===== src/hdl/up_pkg.sv =====
package up_pkg;

   // Instruction nibbles
   localparam logic [3:0] OPC_OUT   = 4'h0;
   localparam logic [3:0] OPC_ADD   = 4'h1;
   localparam logic [3:0] OPC_SUB   = 4'h2;
   localparam logic [3:0] OPC_MUL   = 4'h3;
   localparam logic [3:0] OPC_DIV   = 4'h4;
   localparam logic [3:0] OPC_NAND  = 4'h5;
   localparam logic [3:0] OPC_MV01  = 4'h6;
   localparam logic [3:0] OPC_MV12  = 4'h7;
   localparam logic [3:0] OPC_MV23  = 4'h8;
   localparam logic [3:0] OPC_LIT1  = 4'h9;
   localparam logic [3:0] OPC_LIT2  = 4'hA;
   localparam logic [3:0] OPC_LIT3  = 4'hB;
   localparam logic [3:0] OPC_JMP   = 4'hC;
   localparam logic [3:0] OPC_SPINC = 4'hD;
   localparam logic [3:0] OPC_SPDEC = 4'hE;
   localparam logic [3:0] OPC_HALT  = 4'hF;

   // Datapath bus ops
   localparam logic [4:0] BUS_ADD   = 5'b00000;
   localparam logic [4:0] BUS_SUB   = 5'b00001;
   localparam logic [4:0] BUS_MUL   = 5'b00010;
   localparam logic [4:0] BUS_DIV   = 5'b00011;
   localparam logic [4:0] BUS_NAND  = 5'b00100;
   localparam logic [4:0] BUS_X01   = 5'b00101;
   localparam logic [4:0] BUS_X12   = 5'b00110;
   localparam logic [4:0] BUS_X23   = 5'b00111;
   localparam logic [4:0] BUS_XSP   = 5'b01000;
   localparam logic [4:0] BUS_XPC   = 5'b01001;
   localparam logic [4:0] BUS_SPINC = 5'b01010;
   localparam logic [4:0] BUS_SPDEC = 5'b01011;
   localparam logic [4:0] BUS_PC    = 5'b01100;
   localparam logic [4:0] BUS_PADDR = 5'b01101;  // Program byte pc/2
   localparam logic [4:0] BUS_LADDR = 5'b01110;  // Literal byte pc/2 | 0x80
   localparam logic [4:0] BUS_PCINC = 5'b01111;
   localparam logic [4:0] BUS_DIN   = 5'b10000;

   // Register bank write selects
   localparam logic [2:0] SEL_I0 = 3'b000;
   localparam logic [2:0] SEL_I1 = 3'b001;
   localparam logic [2:0] SEL_I2 = 3'b010;
   localparam logic [2:0] SEL_I3 = 3'b011;
   localparam logic [2:0] SEL_O0 = 3'b100;
   localparam logic [2:0] SEL_O1 = 3'b101;
   localparam logic [2:0] SEL_O2 = 3'b110;
   localparam logic [2:0] SEL_O3 = 3'b111;

   localparam int MEM_AW    = 8;
   localparam int MEM_DEPTH = 256;

   localparam logic [7:0] RST_PC = 8'h00;
   localparam logic [7:0] RST_SP = 8'hFF;
   localparam logic [7:0] RST_R0 = 8'h01;
   localparam logic [7:0] RST_R1 = 8'h02;
   localparam logic [7:0] RST_R2 = 8'h03;
   localparam logic [7:0] RST_R3 = 8'h04;

   // Control FSM states
   localparam logic [2:0] ST_IDLE   = 3'd0;
   localparam logic [2:0] ST_FETCH  = 3'd1;
   localparam logic [2:0] ST_DECODE = 3'd2;
   localparam logic [2:0] ST_EXEC   = 3'd3;
   localparam logic [2:0] ST_LOAD   = 3'd4;
   localparam logic [2:0] ST_NEXT   = 3'd5;
   localparam logic [2:0] ST_HALTED = 3'd6;

endpackage


===== src/hdl/up_datapath.sv =====
module up_datapath (
   input  logic       clk,
   input  logic       nRst,
   input  logic [7:0] data_in,
   input  logic [4:0] op,
   input  logic       ir_we,
   input  logic       pc_we,
   input  logic       sp_we,
   input  logic       rb_we,
   input  logic [2:0] rb_sel,
   output logic [7:0] data_out,
   output logic [3:0] ir,
   output logic       pc_lsb
);
   import up_pkg::*;

   logic [7:0] pc;
   logic [7:0] sp;
   logic [7:0] r0;
   logic [7:0] r1;
   logic [7:0] r2;
   logic [7:0] r3;

   assign pc_lsb = pc[0];

   always_comb begin
      case (op)
         BUS_ADD:   data_out = r1 + r2;
         BUS_SUB:   data_out = r1 - r2;
         BUS_MUL:   data_out = r1 * r2;     // Low byte of the product
         BUS_DIV:   data_out = (r2 == 8'h00) ? 8'hFF : r1 / r2;
         BUS_NAND:  data_out = ~(r1 & r2);
         BUS_X01:   data_out = r0 ^ r1;
         BUS_X12:   data_out = r1 ^ r2;
         BUS_X23:   data_out = r2 ^ r3;
         BUS_XSP:   data_out = sp ^ r3;
         BUS_XPC:   data_out = pc ^ r3;
         BUS_SPINC: data_out = sp + 8'h01;
         BUS_SPDEC: data_out = sp - 8'h01;
         BUS_PC:    data_out = pc;
         BUS_PADDR: data_out = {1'b0, pc[7:1]};
         BUS_LADDR: data_out = {1'b1, pc[7:1]};
         BUS_PCINC: data_out = pc + 8'h01;
         default:   data_out = data_in;
      endcase
   end

   always_ff @(posedge clk or negedge nRst) begin
      if (!nRst) begin
         pc <= RST_PC;
         sp <= RST_SP;
         ir <= 4'h0;
         r0 <= RST_R0;
         r1 <= RST_R1;
         r2 <= RST_R2;
         r3 <= RST_R3;
      end else begin
         if (ir_we) begin
            ir <= pc[0] ? data_out[7:4] : data_out[3:0];  // Nibble by pc bit 0
         end
         if (pc_we) begin
            pc <= data_out;
         end
         if (sp_we) begin
            sp <= data_out;
         end
         if (rb_we) begin
            case (rb_sel)
               SEL_I0:  r0 <= data_in;
               SEL_I1:  r1 <= data_in;
               SEL_I2:  r2 <= data_in;
               SEL_I3:  r3 <= data_in;
               SEL_O0:  r0 <= data_out;
               SEL_O1:  r1 <= data_out;
               SEL_O2:  r2 <= data_out;
               default: r3 <= data_out;
            endcase
         end
      end
   end

endmodule


===== src/hdl/up_control.sv =====
module up_control (
   input  logic       clk,
   input  logic       nRst,
   input  logic       run,
   input  logic [3:0] ir,
   input  logic       pc_lsb,
   output logic [4:0] op,
   output logic       ir_we,
   output logic       pc_we,
   output logic       sp_we,
   output logic       rb_we,
   output logic [2:0] rb_sel,
   output logic       out_valid,
   output logic       halted
);
   import up_pkg::*;

   logic [2:0] state;
   logic [2:0] state_nxt;
   logic       is_lit;
   logic       is_jmp;

   assign is_lit = (ir == OPC_LIT1) || (ir == OPC_LIT2) || (ir == OPC_LIT3);
   assign is_jmp = (ir == OPC_JMP);
   assign halted = (state == ST_HALTED);

   always_ff @(posedge clk or negedge nRst) begin
      if (!nRst) begin
         state <= ST_IDLE;
      end else begin
         state <= state_nxt;
      end
   end

   always_comb begin
      state_nxt = state;
      case (state)
         ST_IDLE: begin
            if (run)
               state_nxt = ST_FETCH;
         end
         ST_FETCH:  state_nxt = ST_DECODE;
         ST_DECODE: state_nxt = ST_EXEC;
         ST_EXEC: begin
            if (ir == OPC_HALT)
               state_nxt = ST_HALTED;
            else if (is_lit || is_jmp)
               state_nxt = ST_LOAD;   // Literal byte arrives next cycle
            else
               state_nxt = ST_NEXT;
         end
         ST_LOAD: begin
            if (is_jmp)
               state_nxt = run ? ST_FETCH : ST_IDLE;
            else
               state_nxt = ST_NEXT;
         end
         ST_NEXT:   state_nxt = run ? ST_FETCH : ST_IDLE;
         ST_HALTED: state_nxt = ST_HALTED;
         default:   state_nxt = ST_IDLE;
      endcase
   end

   always_comb begin
      op        = BUS_DIN;
      ir_we     = 1'b0;
      pc_we     = 1'b0;
      sp_we     = 1'b0;
      rb_we     = 1'b0;
      rb_sel    = SEL_O0;
      out_valid = 1'b0;
      case (state)
         ST_FETCH: begin
            op = BUS_PADDR;   // Byte pc/2 holds both nibbles
         end
         ST_DECODE: begin
            ir_we = 1'b1;
         end
         ST_EXEC: begin
            case (ir)
               OPC_OUT: begin
                  op        = BUS_XSP;
                  out_valid = 1'b1;
               end
               OPC_ADD, OPC_SUB, OPC_MUL, OPC_DIV, OPC_NAND: begin
                  op    = {1'b0, ir - 4'h1};  // ALU ops are ordered like opcodes
                  rb_we = 1'b1;
               end
               OPC_MV01: begin
                  op     = BUS_X01;
                  rb_we  = 1'b1;
                  rb_sel = SEL_O1;
               end
               OPC_MV12: begin
                  op     = BUS_X12;
                  rb_we  = 1'b1;
                  rb_sel = SEL_O2;
               end
               OPC_MV23: begin
                  op     = BUS_X23;
                  rb_we  = 1'b1;
                  rb_sel = SEL_O3;
               end
               OPC_LIT1, OPC_LIT2, OPC_LIT3, OPC_JMP: begin
                  op = BUS_LADDR;
               end
               OPC_SPINC: begin
                  op    = BUS_SPINC;
                  sp_we = 1'b1;
               end
               OPC_SPDEC: begin
                  op    = BUS_SPDEC;
                  sp_we = 1'b1;
               end
               default: begin
                  op = BUS_DIN;   // HALT
               end
            endcase
         end
         ST_LOAD: begin
            if (is_jmp) begin
               pc_we = 1'b1;
            end else begin
               rb_we  = 1'b1;
               rb_sel = {1'b0, ir[1:0]};  // LIT1..3 to SEL_I1..3
            end
         end
         ST_NEXT: begin
            op    = BUS_PCINC;
            pc_we = 1'b1;
         end
         default: begin
            op = BUS_DIN;
         end
      endcase
   end

endmodule


===== src/hdl/up_memory.sv =====
module up_memory (
   input  logic                      clk,
   input  logic                      load_we,
   input  logic [up_pkg::MEM_AW-1:0] load_addr,
   input  logic [7:0]                load_data,
   input  logic [up_pkg::MEM_AW-1:0] addr,
   output logic [7:0]                rdata
);
   import up_pkg::*;

   // Program in 0x00-0x7F, literals in 0x80-0xFF
   logic [7:0] mem [MEM_DEPTH];

   always_ff @(posedge clk) begin
      if (load_we) begin
         mem[load_addr] <= load_data;
      end
   end

   // Read follows the bus address every cycle
   always_ff @(posedge clk) begin
      rdata <= mem[addr];
   end

endmodule


===== src/hdl/up_top.sv =====
module up_top (
   input  logic                      clk,
   input  logic                      nRst,
   input  logic                      run,
   input  logic                      load_we,
   input  logic [up_pkg::MEM_AW-1:0] load_addr,
   input  logic [7:0]                load_data,
   output logic [7:0]                out_data,
   output logic                      out_valid,
   output logic                      halted
);

   logic [7:0] bus;       // Address and write-back bus
   logic [7:0] rdata;
   logic [4:0] op;
   logic [3:0] ir;
   logic       pc_lsb;
   logic       ir_we;
   logic       pc_we;
   logic       sp_we;
   logic       rb_we;
   logic [2:0] rb_sel;

   assign out_data = bus;   // sp ^ r3 while OUT executes

   up_datapath u_datapath (
      .clk      (clk),
      .nRst     (nRst),
      .data_in  (rdata),
      .op       (op),
      .ir_we    (ir_we),
      .pc_we    (pc_we),
      .sp_we    (sp_we),
      .rb_we    (rb_we),
      .rb_sel   (rb_sel),
      .data_out (bus),
      .ir       (ir),
      .pc_lsb   (pc_lsb)
   );

   up_control u_control (
      .clk       (clk),
      .nRst      (nRst),
      .run       (run),
      .ir        (ir),
      .pc_lsb    (pc_lsb),
      .op        (op),
      .ir_we     (ir_we),
      .pc_we     (pc_we),
      .sp_we     (sp_we),
      .rb_we     (rb_we),
      .rb_sel    (rb_sel),
      .out_valid (out_valid),
      .halted    (halted)
   );

   up_memory u_memory (
      .clk       (clk),
      .load_we   (load_we),
      .load_addr (load_addr),
      .load_data (load_data),
      .addr      (bus),
      .rdata     (rdata)
   );

endmodule


===== config.mk =====
export PLATFORM = sky130hd
export DESIGN_NAME = up_top
export DESIGN_NICKNAME = d
export VERILOG_FILES = /design/src/hdl/up_pkg.sv /design/src/hdl/up_datapath.sv /design/src/hdl/up_control.sv /design/src/hdl/up_memory.sv /design/src/hdl/up_top.sv
export SDC_FILE = /design/constraint.sdc
export NUM_CORES = 2
export LEC_CHECK = 0
export CAP_MARGIN = 0
export CELL_PAD_IN_SITES_DETAIL_PLACEMENT = 1
export CELL_PAD_IN_SITES_GLOBAL_PLACEMENT = 1
export CORE_UTILIZATION = 50
export DETAILED_ROUTE_END_ITERATION = 10
export DONT_BUFFER_PORTS = 1
export PLACE_DENSITY = 0.87
export RECOVER_POWER = 25
export SLEW_MARGIN = 20
export SYNTH_ARGS = -nofsm -noshare
export SYNTH_HDL_FRONTEND = slang
export SYNTH_SLANG_ARGS = --single-unit

===== constraint.sdc =====
create_clock -name clk -period 16.7 [get_ports clk]
set_input_delay 1.67 -clock clk [delete_from_list [all_inputs] [get_ports clk]]
set_output_delay 1.67 -clock clk [all_outputs]
set_load 0.1 [all_outputs]

==> results.md <==
* Status: finished clean
* Hold Violations, Final at 0
* Vias in the first global route at 62750
* Initial drt markers at 8871
* Yosys warns at 0
* Syn Nets at 6694
* Hold buffers post-CTS at 0
* Hpwl dp at 162500 um
* ANT nets after route at 0
* Tcrit/Tclk final at 94.66%
* Site Rows at 154
* Detailed-route via count at 60830
* Gate Count Post-Synth at 6590
* RR Startpoint: u_datapath.r2[6]
* Hold_ws at 501.5 ps
* Number of max-cap violations at 0
* Register area at 63050 um2
* Most Frequent Cell on Critical Path: o21a_1
* Synth Area in Adders at 1.298%
* Layout net count at 6549
* Slew Viols, Final at 0
* CTS Buffer Depth at 3
* # fillers at 16820
* CP Launch Point: u_datapath.r2[6]
* Clock Sink Count at 2111
* Die ar. at 178600 um2
* #FFs+latches synth at 2111
* CP max stage delay at 710 ps
* DRC at 0
* Kind of critical path: register to register
* DRT Wirelength at 295600 um
* Post-Synth XOR/XNOR Area at 0.6830%
* Initial antenna violation count at 10
* # IOs at 30
* Endpoints failing setup at 0
* TritonCTS clock tree: done
* CTS H-Tree Depth at 4
* Mapped Area at 88480 um2
* Slew at the pin with the worst max-slew slack at 1284 ps
* Largest net degree at the start of global routing at 257
* Maximum net fanout on the critical path at 127
* Gr ovfl total at 0
* CTS Buf Count at 204
* Min-Delay Path Class: input pin to asynchronous set/reset pin
* Vias per cell at 6.793
* Clock-pin slew on the worst setup and hold paths at 60 ps
* Seq/Total Area, Yosys at 71.26%
* Slowest-stage cell, CP: buf_4
* DR WL/cell at 33.00 um
* Initial Util at 50.29%
* Share of layout cells above drive strength 1 at 7.231%
* Root Driver: clkbuf_16
* R2R cell count at 62
* Worst setup margin at 891.5 ps
* Syn_area_per_cell at 13.43 um2
* Unrepaired setup endpoints after global routing: yes
* WP data arrival at 16580 ps
* Global Route Usage Sum at 32.43%
* Mux share of post-synthesis cell area at 4.255%
* Synth area leaders: edfxtp_1 70%, nand2_1 6.7%, mux2i_1 3.4%
* Area of the multi-input gates at 23350 um2
* Ys flop type: edfxtp_1
* CORE AREA at 175900 um2
* Dpl ws at 856.0 ps
* Die W at 422.7 um
* Setup crit end kind: register
* Crit path capture: u_memory.rdata[7]
* Distinct cell type count after synthesis at 92
* Post-synth EDFFs at 2048
* Compound-Gate Fraction of Synth Area at 7.156%
* Main combinational cell family by area after synthesis: simple AND/OR/NAND/NOR gates
* Asr flop ratio synth at 2.605%
* Router iterations before antenna repair at 6
* Post-synthesis simple-gate area fraction at 12.87%
* Area grow syn2layout at 9.439%
* Worst Skew at 45.30 ps
* R2R Path End: u_memory.rdata[7]
* Fmax at 63.26 MHz
* Post-synth top area share at 69.51%
* GP Congestion at 0.8927
* Startpoint types: register
* Required @ worst endpoint at 17470 ps
* I/O Buffers at 0
* Worst-Skew Late Latency at 870 ps
* First-pass GRT wire length at 427200 um
* Crit path time final at 15810 ps
* Relative slew margins at 14.41%
* FF-to-FF setup slack at 890 ps
* Synth area leader: edfxtp_1
* Die height at 422.7 um
## cell usage after synthesis (all sizes together) (13+ instances only)
cell     count
a2111oi     14
a211oi      38
a21oi      117
a22o        13
a22oi       26
a311oi      98
a31oi       90
a32oi      212
and2        26
and3       107
buf        280
clkbuf     154
dfrtp       42
dfstp       13
edfxtp    2048
fa          13
ha          71
inv         39
mux2        37
mux2i      303
mux4        14
nand2     1571
nand3      408
nand4       53
nor2       352
nor2b       17
nor3        77
nor4        14
o211ai      20
o21a        19
o21ai       57
o221ai      16
xnor2       51
xor2        18
## metal layers
metal | part of all wire, % | track usage [%] | up-vias
li1 | - | - | 24440
met1 | 35 | 39.72 | 30790
met2 | 48 | 52.55 | 4459
met3 | 11 | 7.531 | 1116
met4 | 6.6 | 19.13 | 18
met5 | 0.041 | 0 | -
## cell type report
| class | count | area share (%) |
|---|---|---|
| sequential | 2111 | 65.12 |
| tap | 2340 | 3.024 |
| inverter | 42 | 0.1835 |
| antenna | 5 | 0.01292 |
| multi-input combinational | 4003 | 24.12 |
| clock inverter | 122 | 1.120 |
| clock buffer | 249 | 5.554 |
| timing repair buffer | 83 | 0.8735 |
## how the worst min path moves through the flow
stage	startpoint	endpoint	slack, ps
floorplan	u_datapath.r0[3]	u_datapath.r0[3]	480
global placement	u_datapath.r0[7]	u_datapath.r0[7]	490
detailed placement	u_datapath.r0[7]	u_datapath.r0[7]	500
CTS	nRst	u_datapath.r0[7]	470
global route	nRst	u_datapath.r1[4]	490
finish	nRst	u_datapath.r1[4]	500
## cells in the final DEF, fill, tap and decap left out, types with 60 or more instances in the layout
cell type,netlist,routed
edfxtp_1,2048,2048
nand2_1,1570,1570
nand3_1,408,403
nor2_1,351,350
mux2i_1,303,303
a32oi_1,212,212
clkbuf_16,0,208
a21oi_1,112,112
and3_1,107,107
a311oi_1,98,98
a31oi_1,90,90
nor3_1,74,74
ha_1,71,71
buf_4,31,66
clkinv_1,3,60
## worst max-delay path: cells and delay by family (launching register included)
kind	cells	cell delay (ps)
AO/OA/AOI/OAI	39	7900
AND/OR/NAND/NOR	11	2740
adder cells (fa/ha/maj)	7	2160
buffers and inverters	4	1790
flip-flops	1	510
multiplexers	1	400
## flip-flops by register name, indices dropped and copies added (netlist names)
register and flops:
u_control.state 3, u_datapath.ir 4, u_datapath.pc 8, u_datapath.r0 8, u_datapath.r1 8, u_datapath.r2 8, u_datapath.r3 8, u_datapath.sp 8
u_memory.mem 2048, u_memory.rdata 8
## cells by family (layout without fill, tap and decap cells)
logic type               Yosys count  in the layout
adder cells (fa/ha/maj)           84             84
buffers and inverters            476            496
multiplexers                     354            354
AND/OR/NAND/NOR                 2667           2667
flip-flops                      2111           2111
other                              0              5
XOR/XNOR                          69             69
AO/OA/AOI/OAI                    829            829
## what timing repair did
item	4_1_cts	5_1_grt
setup buffers	0	4
setup endpoints to repair	0	9
hold endpoints to repair	0	0
resized for setup	0	10
## per-stage QoR
stage          cell area (um2)  utilization (%)  cells  TNS (ps)
6_report                 96830            55.04   8955         0
5_1_grt                  96820            55.03   8950    -550.2
4_1_cts                  96710            54.97   8945         0
3_5_place_dp             90250            51.30   8574         0
3_3_place_gp             90240            51.29   8574         0
2_1_floorplan            88480                -   6590         0
Power is not shown: default switching activity piles up to over one toggle a cycle in this logic, so the estimate is an artifact.
